--- src/source/id_pkg.sv ---
// decode stage package: widths, major opcodes and control field encodings
`default_nettype none

package id_pkg;

  localparam int XLEN        = 64;
  localparam int INST_WD     = 32;
  localparam int REG_ADDR_WD = 5;
  localparam int REG_COUNT   = 32;

  // rv64i major opcodes, subset only
  localparam logic [6:0] OPC_OP     = 7'b0110011;
  localparam logic [6:0] OPC_OP_IMM = 7'b0010011;
  localparam logic [6:0] OPC_LUI    = 7'b0110111;
  localparam logic [6:0] OPC_LOAD   = 7'b0000011;
  localparam logic [6:0] OPC_STORE  = 7'b0100011;
  localparam logic [6:0] OPC_BRANCH = 7'b1100011;
  localparam logic [6:0] OPC_JAL    = 7'b1101111;
  localparam logic [6:0] OPC_JALR   = 7'b1100111;

  typedef logic [XLEN-1:0]        xlen_t;
  typedef logic [INST_WD-1:0]     inst_t;
  typedef logic [REG_ADDR_WD-1:0] reg_addr_t;

  typedef enum logic [2:0] {
    ALU_ADD,
    ALU_SUB,
    ALU_AND,
    ALU_OR,
    ALU_XOR,
    ALU_SLT
  } alu_op_e;

  typedef enum logic {
    SRC1_RS1,
    SRC1_PC
  } src1_sel_e;

  typedef enum logic [1:0] {
    SRC2_RS2,
    SRC2_IMM,
    SRC2_FOUR  // link value pc+4
  } src2_sel_e;

  typedef enum logic [2:0] {
    BR_NONE,
    BR_COND,
    BR_JAL,
    BR_JALR
  } br_kind_e;

  // encoded as funct3 of the branch
  typedef enum logic [2:0] {
    BR_EQ  = 3'b000,
    BR_NE  = 3'b001,
    BR_LT  = 3'b100,
    BR_GE  = 3'b101,
    BR_LTU = 3'b110,
    BR_GEU = 3'b111
  } br_func_e;

endpackage

`default_nettype wire

--- src/source/id_pipe_reg.sv ---
// decode input register: valid bit, instruction and pc with valid/allowin handshake
`default_nettype none
`timescale 1ns/1ps

module id_pipe_reg import id_pkg::*; (
  input  logic  i_clk,
  input  logic  i_reset,
  input  logic  i_fs_to_ds_valid,
  input  inst_t i_fs_inst,
  input  xlen_t i_fs_pc,
  input  logic  i_es_allowin,
  input  logic  i_load_stall,
  output logic  o_ds_allowin,
  output logic  o_ds_valid,
  output logic  o_ds_to_es_valid,
  output inst_t o_inst,
  output xlen_t o_pc
);

  logic  ds_valid_q;
  logic  ds_ready_go;
  inst_t inst_q;
  xlen_t pc_q;

  assign ds_ready_go      = ~i_load_stall;  // only a load-use hazard holds us
  assign o_ds_allowin     = ~ds_valid_q | (ds_ready_go & i_es_allowin);
  assign o_ds_to_es_valid = ds_valid_q & ds_ready_go;
  assign o_ds_valid       = ds_valid_q;
  assign o_inst           = inst_q;
  assign o_pc             = pc_q;

  always_ff @(posedge i_clk) begin
    if (i_reset) begin
      ds_valid_q <= 1'b0;
    end else if (o_ds_allowin) begin
      ds_valid_q <= i_fs_to_ds_valid;
    end
  end

  always_ff @(posedge i_clk) begin
    if (i_fs_to_ds_valid && o_ds_allowin) begin
      inst_q <= i_fs_inst;
      pc_q   <= i_fs_pc;
    end
  end

  // a stalled or back-pressured instruction must not be overwritten
  a_hold_stable: assert property (@(posedge i_clk) disable iff (i_reset)
    (o_ds_valid && !o_ds_allowin) |=> ($stable(o_inst) && $stable(o_pc)));

endmodule

`default_nettype wire

--- src/source/id_decoder.sv ---
// instruction decoder: register indices, immediate and control fields for the rv64i subset
`default_nettype none
`timescale 1ns/1ps

module id_decoder import id_pkg::*; (
  input  inst_t     i_inst,
  output reg_addr_t o_rs1,
  output reg_addr_t o_rs2,
  output reg_addr_t o_rd,
  output xlen_t     o_imm,
  output alu_op_e   o_alu_op,
  output src1_sel_e o_src1_sel,
  output src2_sel_e o_src2_sel,
  output logic      o_gpr_wen,
  output logic      o_mem_ren,  // also marks a load
  output logic      o_mem_wen,
  output logic      o_invalid,
  output br_kind_e  o_br_kind,
  output br_func_e  o_br_func
);

  logic [6:0] opcode;
  logic [2:0] funct3;
  logic [6:0] funct7;
  reg_addr_t  rs1_f;
  reg_addr_t  rs2_f;
  reg_addr_t  rd_f;
  xlen_t      imm_i;
  xlen_t      imm_s;
  xlen_t      imm_b;
  xlen_t      imm_u;
  xlen_t      imm_j;

  assign opcode = i_inst[6:0];
  assign funct3 = i_inst[14:12];
  assign funct7 = i_inst[31:25];
  assign rd_f   = i_inst[11:7];
  assign rs1_f  = i_inst[19:15];
  assign rs2_f  = i_inst[24:20];

  assign imm_i = {{(XLEN-12){i_inst[31]}}, i_inst[31:20]};
  assign imm_s = {{(XLEN-12){i_inst[31]}}, i_inst[31:25], i_inst[11:7]};
  assign imm_b = {{(XLEN-13){i_inst[31]}}, i_inst[31], i_inst[7],
                  i_inst[30:25], i_inst[11:8], 1'b0};
  assign imm_u = {{(XLEN-32){i_inst[31]}}, i_inst[31:12], 12'b0};
  assign imm_j = {{(XLEN-21){i_inst[31]}}, i_inst[31], i_inst[19:12],
                  i_inst[20], i_inst[30:21], 1'b0};

  always_comb begin
    // unused register fields stay 0 so they never match a bypass or stall
    o_rs1      = '0;
    o_rs2      = '0;
    o_rd       = '0;
    o_imm      = '0;
    o_alu_op   = ALU_ADD;
    o_src1_sel = SRC1_RS1;
    o_src2_sel = SRC2_RS2;
    o_gpr_wen  = 1'b0;
    o_mem_ren  = 1'b0;
    o_mem_wen  = 1'b0;
    o_invalid  = 1'b0;
    o_br_kind  = BR_NONE;
    o_br_func  = BR_EQ;

    case (opcode)
      OPC_OP: begin
        case ({funct7, funct3})
          {7'b0000000, 3'b000}: o_alu_op = ALU_ADD;
          {7'b0100000, 3'b000}: o_alu_op = ALU_SUB;
          {7'b0000000, 3'b111}: o_alu_op = ALU_AND;
          {7'b0000000, 3'b110}: o_alu_op = ALU_OR;
          {7'b0000000, 3'b100}: o_alu_op = ALU_XOR;
          {7'b0000000, 3'b010}: o_alu_op = ALU_SLT;
          default:              o_invalid = 1'b1;
        endcase
        if (!o_invalid) begin
          o_rs1     = rs1_f;
          o_rs2     = rs2_f;
          o_rd      = rd_f;
          o_gpr_wen = 1'b1;
        end
      end
      OPC_OP_IMM: begin
        if (funct3 == 3'b000) begin  // addi
          o_rs1      = rs1_f;
          o_rd       = rd_f;
          o_imm      = imm_i;
          o_src2_sel = SRC2_IMM;
          o_gpr_wen  = 1'b1;
        end else begin
          o_invalid = 1'b1;
        end
      end
      OPC_LUI: begin
        o_rd       = rd_f;  // rs1 left at x0 gives 0 + imm
        o_imm      = imm_u;
        o_src2_sel = SRC2_IMM;
        o_gpr_wen  = 1'b1;
      end
      OPC_LOAD: begin
        if (funct3 == 3'b011) begin  // ld
          o_rs1      = rs1_f;
          o_rd       = rd_f;
          o_imm      = imm_i;
          o_src2_sel = SRC2_IMM;
          o_gpr_wen  = 1'b1;
          o_mem_ren  = 1'b1;
        end else begin
          o_invalid = 1'b1;
        end
      end
      OPC_STORE: begin
        if (funct3 == 3'b011) begin  // sd
          o_rs1      = rs1_f;
          o_rs2      = rs2_f;
          o_imm      = imm_s;
          o_src2_sel = SRC2_IMM;
          o_mem_wen  = 1'b1;
        end else begin
          o_invalid = 1'b1;
        end
      end
      OPC_BRANCH: begin
        if (funct3 == 3'b010 || funct3 == 3'b011) begin
          o_invalid = 1'b1;
        end else begin
          o_rs1     = rs1_f;
          o_rs2     = rs2_f;
          o_imm     = imm_b;
          o_br_kind = BR_COND;
          o_br_func = br_func_e'(funct3);
        end
      end
      OPC_JAL: begin
        o_rd       = rd_f;
        o_imm      = imm_j;
        o_src1_sel = SRC1_PC;
        o_src2_sel = SRC2_FOUR;
        o_gpr_wen  = 1'b1;
        o_br_kind  = BR_JAL;
      end
      OPC_JALR: begin
        if (funct3 == 3'b000) begin
          o_rs1      = rs1_f;
          o_rd       = rd_f;
          o_imm      = imm_i;
          o_src1_sel = SRC1_PC;
          o_src2_sel = SRC2_FOUR;
          o_gpr_wen  = 1'b1;
          o_br_kind  = BR_JALR;
        end else begin
          o_invalid = 1'b1;
        end
      end
      default: o_invalid = 1'b1;
    endcase
  end

endmodule

`default_nettype wire

--- src/source/id_gpr_file.sv ---
// general register file: 32 x 64, two async read ports, one write port, x0 hardwired
`default_nettype none
`timescale 1ns/1ps

module id_gpr_file import id_pkg::*; (
  input  logic      i_clk,
  input  reg_addr_t i_raddr1,
  output xlen_t     o_rdata1,
  input  reg_addr_t i_raddr2,
  output xlen_t     o_rdata2,
  input  logic      i_wen,
  input  reg_addr_t i_waddr,
  input  xlen_t     i_wdata
);

  xlen_t regs [REG_COUNT];

  always_ff @(posedge i_clk) begin
    if (i_wen && (i_waddr != '0)) begin  // x0 writes dropped
      regs[i_waddr] <= i_wdata;
    end
  end

  assign o_rdata1 = (i_raddr1 == '0) ? '0 : regs[i_raddr1];
  assign o_rdata2 = (i_raddr2 == '0) ? '0 : regs[i_raddr2];

  a_x0_zero: assert property (@(posedge i_clk)
    ((i_raddr1 == '0) |-> (o_rdata1 == '0)) and ((i_raddr2 == '0) |-> (o_rdata2 == '0)));

endmodule

`default_nettype wire

--- src/source/id_hazard_unit.sv ---
// operand bypass from es/ms/ws and load-use stall detection
`default_nettype none
`timescale 1ns/1ps

module id_hazard_unit import id_pkg::*; (
  input  reg_addr_t i_rs1,
  input  reg_addr_t i_rs2,
  input  xlen_t     i_rf_rdata1,
  input  xlen_t     i_rf_rdata2,
  input  reg_addr_t i_es_fwd_rd,
  input  xlen_t     i_es_fwd_data,
  input  reg_addr_t i_ms_fwd_rd,
  input  xlen_t     i_ms_fwd_data,
  input  reg_addr_t i_ws_fwd_rd,
  input  xlen_t     i_ws_fwd_data,
  input  logic      i_es_load_sel,
  input  logic      i_ds_valid,
  output xlen_t     o_rs1_data,
  output xlen_t     o_rs2_data,
  output logic      o_load_stall
);

  // youngest producer wins and rd 0 never forwards
  function automatic xlen_t pick_operand(input reg_addr_t rs, input xlen_t rf_data);
    xlen_t val;
    if (i_es_fwd_rd != '0 && rs == i_es_fwd_rd) begin
      val = i_es_fwd_data;
    end else if (i_ms_fwd_rd != '0 && rs == i_ms_fwd_rd) begin
      val = i_ms_fwd_data;
    end else if (i_ws_fwd_rd != '0 && rs == i_ws_fwd_rd) begin
      val = i_ws_fwd_data;
    end else begin
      val = rf_data;
    end
    return val;
  endfunction

  always_comb begin
    o_rs1_data = pick_operand(i_rs1, i_rf_rdata1);
    o_rs2_data = pick_operand(i_rs2, i_rf_rdata2);
  end

  // load data only exists from mem onward
  assign o_load_stall = i_ds_valid && i_es_load_sel && (i_es_fwd_rd != '0) &&
                        ((i_es_fwd_rd == i_rs1) || (i_es_fwd_rd == i_rs2));

endmodule

`default_nettype wire

--- src/source/id_branch_unit.sv ---
// branch unit resolving taken, target and stall toward fetch for branches and jumps
`default_nettype none
`timescale 1ns/1ps

module id_branch_unit import id_pkg::*; (
  input  logic     i_ds_valid,
  input  logic     i_load_stall,
  input  br_kind_e i_br_kind,
  input  br_func_e i_br_func,
  input  xlen_t    i_rs1_data,
  input  xlen_t    i_rs2_data,
  input  xlen_t    i_pc,
  input  xlen_t    i_imm,
  output logic     o_br_taken,
  output xlen_t    o_br_target,
  output logic     o_br_stall
);

  logic  cond_true;
  xlen_t jalr_sum;

  always_comb begin
    case (i_br_func)
      BR_EQ:   cond_true = (i_rs1_data == i_rs2_data);
      BR_NE:   cond_true = (i_rs1_data != i_rs2_data);
      BR_LT:   cond_true = ($signed(i_rs1_data) < $signed(i_rs2_data));
      BR_GE:   cond_true = ($signed(i_rs1_data) >= $signed(i_rs2_data));
      BR_LTU:  cond_true = (i_rs1_data < i_rs2_data);
      BR_GEU:  cond_true = (i_rs1_data >= i_rs2_data);
      default: cond_true = 1'b0;
    endcase
  end

  assign jalr_sum = i_rs1_data + i_imm;

  assign o_br_taken = i_ds_valid && (((i_br_kind == BR_COND) && cond_true) ||
                                     (i_br_kind == BR_JAL) || (i_br_kind == BR_JALR));
  assign o_br_target = (i_br_kind == BR_JALR) ? {jalr_sum[XLEN-1:1], 1'b0}
                                              : i_pc + i_imm;
  // operands not final yet so fetch has to wait
  assign o_br_stall = o_br_taken && i_load_stall;

endmodule

`default_nettype wire

--- src/source/id_stage.sv ---
// decode stage top: pipeline register, decoder, register file, bypass and branch resolution
`default_nettype none
`timescale 1ns/1ps

module id_stage import id_pkg::*; (
  input  logic      i_clk,
  input  logic      i_reset,
  // fetch side
  input  logic      i_fs_to_ds_valid,
  input  inst_t     i_fs_inst,
  input  xlen_t     i_fs_pc,
  output logic      o_ds_allowin,
  // execute side
  input  logic      i_es_allowin,
  output logic      o_ds_to_es_valid,
  output xlen_t     o_es_rs1_data,
  output xlen_t     o_es_rs2_data,
  output xlen_t     o_es_imm,
  output xlen_t     o_es_pc,
  output alu_op_e   o_es_alu_op,
  output src1_sel_e o_es_src1_sel,
  output src2_sel_e o_es_src2_sel,
  output reg_addr_t o_es_rd,
  output logic      o_es_gpr_wen,
  output logic      o_es_mem_ren,
  output logic      o_es_mem_wen,
  output logic      o_es_invalid,
  // writeback
  input  logic      i_ws_rf_wen,
  input  reg_addr_t i_ws_rf_waddr,
  input  xlen_t     i_ws_rf_wdata,
  // bypass
  input  reg_addr_t i_es_fwd_rd,
  input  xlen_t     i_es_fwd_data,
  input  reg_addr_t i_ms_fwd_rd,
  input  xlen_t     i_ms_fwd_data,
  input  reg_addr_t i_ws_fwd_rd,
  input  xlen_t     i_ws_fwd_data,
  input  logic      i_es_load_sel,
  // to fetch
  output logic      o_br_taken,
  output xlen_t     o_br_target,
  output logic      o_br_stall
);

  logic      ds_valid;
  logic      load_stall;
  inst_t     ds_inst;
  xlen_t     ds_pc;
  reg_addr_t rs1;
  reg_addr_t rs2;
  xlen_t     imm;
  xlen_t     rf_rdata1;
  xlen_t     rf_rdata2;
  xlen_t     rs1_data;
  xlen_t     rs2_data;
  br_kind_e  br_kind;
  br_func_e  br_func;

  assign o_es_pc       = ds_pc;
  assign o_es_imm      = imm;
  assign o_es_rs1_data = rs1_data;
  assign o_es_rs2_data = rs2_data;

  id_pipe_reg u_pipe_reg (
    .i_clk            (i_clk),
    .i_reset          (i_reset),
    .i_fs_to_ds_valid (i_fs_to_ds_valid),
    .i_fs_inst        (i_fs_inst),
    .i_fs_pc          (i_fs_pc),
    .i_es_allowin     (i_es_allowin),
    .i_load_stall     (load_stall),
    .o_ds_allowin     (o_ds_allowin),
    .o_ds_valid       (ds_valid),
    .o_ds_to_es_valid (o_ds_to_es_valid),
    .o_inst           (ds_inst),
    .o_pc             (ds_pc)
  );

  id_decoder u_decoder (
    .i_inst     (ds_inst),
    .o_rs1      (rs1),
    .o_rs2      (rs2),
    .o_rd       (o_es_rd),
    .o_imm      (imm),
    .o_alu_op   (o_es_alu_op),
    .o_src1_sel (o_es_src1_sel),
    .o_src2_sel (o_es_src2_sel),
    .o_gpr_wen  (o_es_gpr_wen),
    .o_mem_ren  (o_es_mem_ren),
    .o_mem_wen  (o_es_mem_wen),
    .o_invalid  (o_es_invalid),
    .o_br_kind  (br_kind),
    .o_br_func  (br_func)
  );

  id_gpr_file u_gpr_file (
    .i_clk    (i_clk),
    .i_raddr1 (rs1),
    .o_rdata1 (rf_rdata1),
    .i_raddr2 (rs2),
    .o_rdata2 (rf_rdata2),
    .i_wen    (i_ws_rf_wen),
    .i_waddr  (i_ws_rf_waddr),
    .i_wdata  (i_ws_rf_wdata)
  );

  id_hazard_unit u_hazard_unit (
    .i_rs1         (rs1),
    .i_rs2         (rs2),
    .i_rf_rdata1   (rf_rdata1),
    .i_rf_rdata2   (rf_rdata2),
    .i_es_fwd_rd   (i_es_fwd_rd),
    .i_es_fwd_data (i_es_fwd_data),
    .i_ms_fwd_rd   (i_ms_fwd_rd),
    .i_ms_fwd_data (i_ms_fwd_data),
    .i_ws_fwd_rd   (i_ws_fwd_rd),
    .i_ws_fwd_data (i_ws_fwd_data),
    .i_es_load_sel (i_es_load_sel),
    .i_ds_valid    (ds_valid),
    .o_rs1_data    (rs1_data),
    .o_rs2_data    (rs2_data),
    .o_load_stall  (load_stall)
  );

  id_branch_unit u_branch_unit (
    .i_ds_valid   (ds_valid),
    .i_load_stall (load_stall),
    .i_br_kind    (br_kind),
    .i_br_func    (br_func),
    .i_rs1_data   (rs1_data),  // bypassed operands
    .i_rs2_data   (rs2_data),
    .i_pc         (ds_pc),
    .i_imm        (imm),
    .o_br_taken   (o_br_taken),
    .o_br_target  (o_br_target),
    .o_br_stall   (o_br_stall)
  );

endmodule

`default_nettype wire

--- config.mk ---
export PLATFORM = sky130hd
export DESIGN_NAME = id_stage
export DESIGN_NICKNAME = d
export VERILOG_FILES = /design/src/source/id_pkg.sv /design/src/source/id_pipe_reg.sv /design/src/source/id_decoder.sv /design/src/source/id_gpr_file.sv /design/src/source/id_hazard_unit.sv /design/src/source/id_branch_unit.sv /design/src/source/id_stage.sv
export SDC_FILE = /design/constraint.sdc
export NUM_CORES = 2
export LEC_CHECK = 0
export BUFFER_PORTS_ARGS = -buffer_cell sky130_fd_sc_hd__buf_2
export CAP_MARGIN = 20
export CELL_PAD_IN_SITES_DETAIL_PLACEMENT = 0
export CELL_PAD_IN_SITES_GLOBAL_PLACEMENT = 2
export CORE_MARGIN = 2
export CORE_UTILIZATION = 41
export CTS_CLUSTER_SIZE = 25
export DETAILED_ROUTE_END_ITERATION = 6
export PLACE_DENSITY_LB_ADDON = 0.1
export SETUP_SLACK_MARGIN = 0.05
export SLEW_MARGIN = 25
export SYNTH_ARGS = -nofsm -noshare
export SYNTH_HDL_FRONTEND = slang
export SYNTH_HIERARCHICAL = 1
export SYNTH_SLANG_ARGS = --single-unit
--- constraint.sdc ---
create_clock -name i_clk -period 7.3 [get_ports i_clk]
set_input_delay 1.46 -clock i_clk [delete_from_list [all_inputs] [get_ports i_clk]]
set_output_delay 1.46 -clock i_clk [all_outputs]
set_load 0.02 [all_outputs]
==> summary.txt <==
Run status
  • Status: finished with violations
  • Failing checks: setup timing

Timing
  • Period utilisation layout: 131%
  • Slew Viols, Final: 0
  • Fin worst setup slack: -2230 ps
  • Endpoints failing setup: 66
  • TNS Setup: -103,200 ps
  • RSZ-0062 raised after global routing: yes
  • Fin. Hold Viols: 0
  • Max frequency: 105 MHz
  • Setup Skew: 69.0 ps
  • Rel. slew slack: 27.2%
  • Minimum clock period: 9530 ps
  • WHS: 723 ps
  • Worst Tran Pin Value: 1090 ps

CTS
  • Later-pin clock latency in the skew report: 910 ps
  • CTS buffer count: 231
  • Total clock sinks: 2,145
  • CTS tree: yes
  • Reg clk slew, reported paths: 70 ps
  • Clk root buf: clkbuf_16
  • H-tree depth: 4
  • CTS Buffer Depth: 4
  • Post-CTS Hold Fix Bufs: 0

Global route
  • Largest net degree at the start of global routing: 97
  • Total congestion overflow: 0
  • Vias in the first global route: 82.5k
  • First-pass GRT wire length: 700 mm
  • Initial antenna violation count: 154
  • Total GRT Usage: 36.7%

Logic synthesis
  • FFs w/ async S/R, synth: 0%
  • Distinct cell type count after synthesis: 120
  • Warnings, synthesis: 6
  • EDFF count, synth: 2,144
  • Register area share after synthesis: 57.0%
  • #FFs+latches synth: 2,145
  • Post-synth top flop: edfxtp_1
  • Avg Cell Area, Syn: 16.0 um^2
  • Cells after Synth: 7,055
  • Cell Area, Synth: 113,000 um^2

Place
  • Dpl ws: -2950 ps
  • Gp weighted congestion: 0.970
  • Buffers on Ports: 716
  • Hpwl dp: 349 mm
  • Dpl cell area: 131,000 um^2
  • Dpl cells: 12.1k

Worst hold path
  • HP Start: i_fs_pc[14]
  • Path category of the worst min-delay check: input pin to flip-flop

Setup path
  • CP peak stage delay: 510 ps
  • CP required: 5840 ps
  • Setup crit start kind: flip-flop
  • Top cell by count, worst path: buf_16
  • Worst Path Buf+Inv: 8
  • Critical path data arrival time: 8070 ps
  • Critical path's slowest cell: mux4_2
  • FF-to-FF Start: u_pipe_reg/o_inst[13]
  • Critical path type: flip-flop to output port
  • Crit-path leading delay family: simple AND/OR/NAND/NOR gates
  • Crit. Startpoint: u_pipe_reg/o_inst[13]
  • Worst setup EP type: output port
  • Crit-path max FO: 8

Die
  • Num ports: 717
  • DIE HEIGHT: 529 um
  • Die X-Extent: 529 um
  • Core ar.: 274,000 um^2
  • Num rows: 192
  • Die area: 280,000 um^2
  • Initial Util: 41.3%

Layout
  • Area delta synth->final: 30.9%
  • Share of layout cells above drive strength 1: 47.0%
  • Post-Layout Inst Area: 148,000 um^2
  • Fillers: 22.5k
  • Nets: 9,647
  • Final cell count without fillers: 12.9k

Flow run
  • Max-Cap Viols: 0

Power
  • P_leak: 51.6 nW
  • Peak VDD IR: 225 uV
  • PwrDens: 190 nW/um^2

Routing
  • Drc violations: 0
  • Via count: 84.1k
  • Post-Route WL: 527 mm
  • Post-DRT Antenna Nets: 0
  • TritonRoute pass-1 iters: 6
  • Initial DRC count: 9,947
  • WL per Instance: 40.8 um
  • Routed vias/inst: 6.52
## final cells by class
type                    instances  area (um^2)  share of cell area (%)
multi-input cells            4173        49800                    33.7
flip-flops and latches       2145        64400                    43.5
clock buffers                 285         6000                    4.06
clock inverters               135         1460                   0.987
repair buffers               2300        20700                    14.0
inverters                     227          861                   0.582
well taps                    3589         4490                    3.04
diodes                         50          125                  0.0846
## Yosys cell counts, types with 71 or more instances
master     count  area, um^2
a211oi_1      94         706
buf_4         75         563
o22ai_1       77         482
nor3_1        99         495
clkbuf_1     230         863
xnor2_1       79         692
mux4_2       903       20300
ha_1         189        2360
o2bb2ai_1    128        1120
nor2_1       153         574
a21o_1       173        1300
o221ai_1      80         701
mux2i_1      297        2970
a21oi_1      196         981
a221oi_1      71         622
o21ai_0      207        1040
inv_1        225         845
buf_2        183         916
and3_1        81         507
mux2_2       157        1770
nand2_1      263         987
o221a_1      127        1430
edfxtp_1    2144       64400
## per-layer routing
layer	up-vias	routed length, um	global-route usage (%)
met5	-	547	0
met4	88	30900	17.8
met3	1065	54500	8.74
met2	4886	247000	59.1
met1	44555	194000	46.4
li1	33487	-	-
## metrics by stage
| step | power, W | utilization (%) |
|---|---|---|
| after floorplan | 0.0150 | - |
| after global placement | 0.0162 | 47.8 |
| after detailed placement | 0.0162 | 47.9 |
| after CTS | 0.0281 | 53.1 |
| after global routing | 0.0287 | 54.0 |
| final | 0.0281 | 54.0 |
## placed cells by master, fill, tap and decap left out, types with 117 or more instances in the layout
master,netlist,final
mux4_2,903,903
buf_4,75,1162
mux2i_1,297,283
ha_1,189,148
buf_6,48,181
inv_1,225,197
o221a_1,127,117
buf_12,0,203
clkbuf_16,0,239
edfxtp_1,2144,2144
nand2_1,263,248
buf_2,183,644
o21ai_0,207,171
mux2_2,157,149
a21oi_1,196,130
a21o_1,173,160
## registers in the layout, summed over array words and instances, names as in the netlist
| name | cells |
|---|---|
| u_gpr_file/regs | 2048 |
| u_pipe_reg/o_ds_valid | 1 |
| u_pipe_reg/o_inst | 32 |
| u_pipe_reg/o_pc | 64 |
## kinds of logic after synthesis
logic type	count (synthesis)	synth area share [%]
AOI/OAI and AO/OA	1471	9.79
xor gates and xnor gates	148	1.15
adders and majority gates	191	2.13
buffers and inverters	800	3.47
DFF	2145	57.0
muxes	1357	22.2
other	2	0.00665
and+or+nand+nor	941	4.28
## repair_timing
item                       in CTS  in global routing
gates cloned                   30                  7
resized for setup             827                318
setup endpoints to repair     182                137
pin swaps                     229                219
buffers inserted              221                102
## power by group
group | switching [W] | total [W] | internal [W]
Sequential | 0.000117 | 0.0139 | 0.0138
Combinational | 0.00139 | 0.00229 | 0.000895
Clock | 0.00514 | 0.0119 | 0.00674
Total | 0.00665 | 0.0281 | 0.0214
## final timing paths
check,to,slack (ps),depth (start not counted)
max,o_br_taken,-2230,29
min,u_pipe_reg/o_pc[14],720,1
max reg2reg,u_pipe_reg/o_pc[63],2340,18
min reg2reg,u_pipe_reg/o_ds_valid,730,2
(Power assumes the default switching activity.)
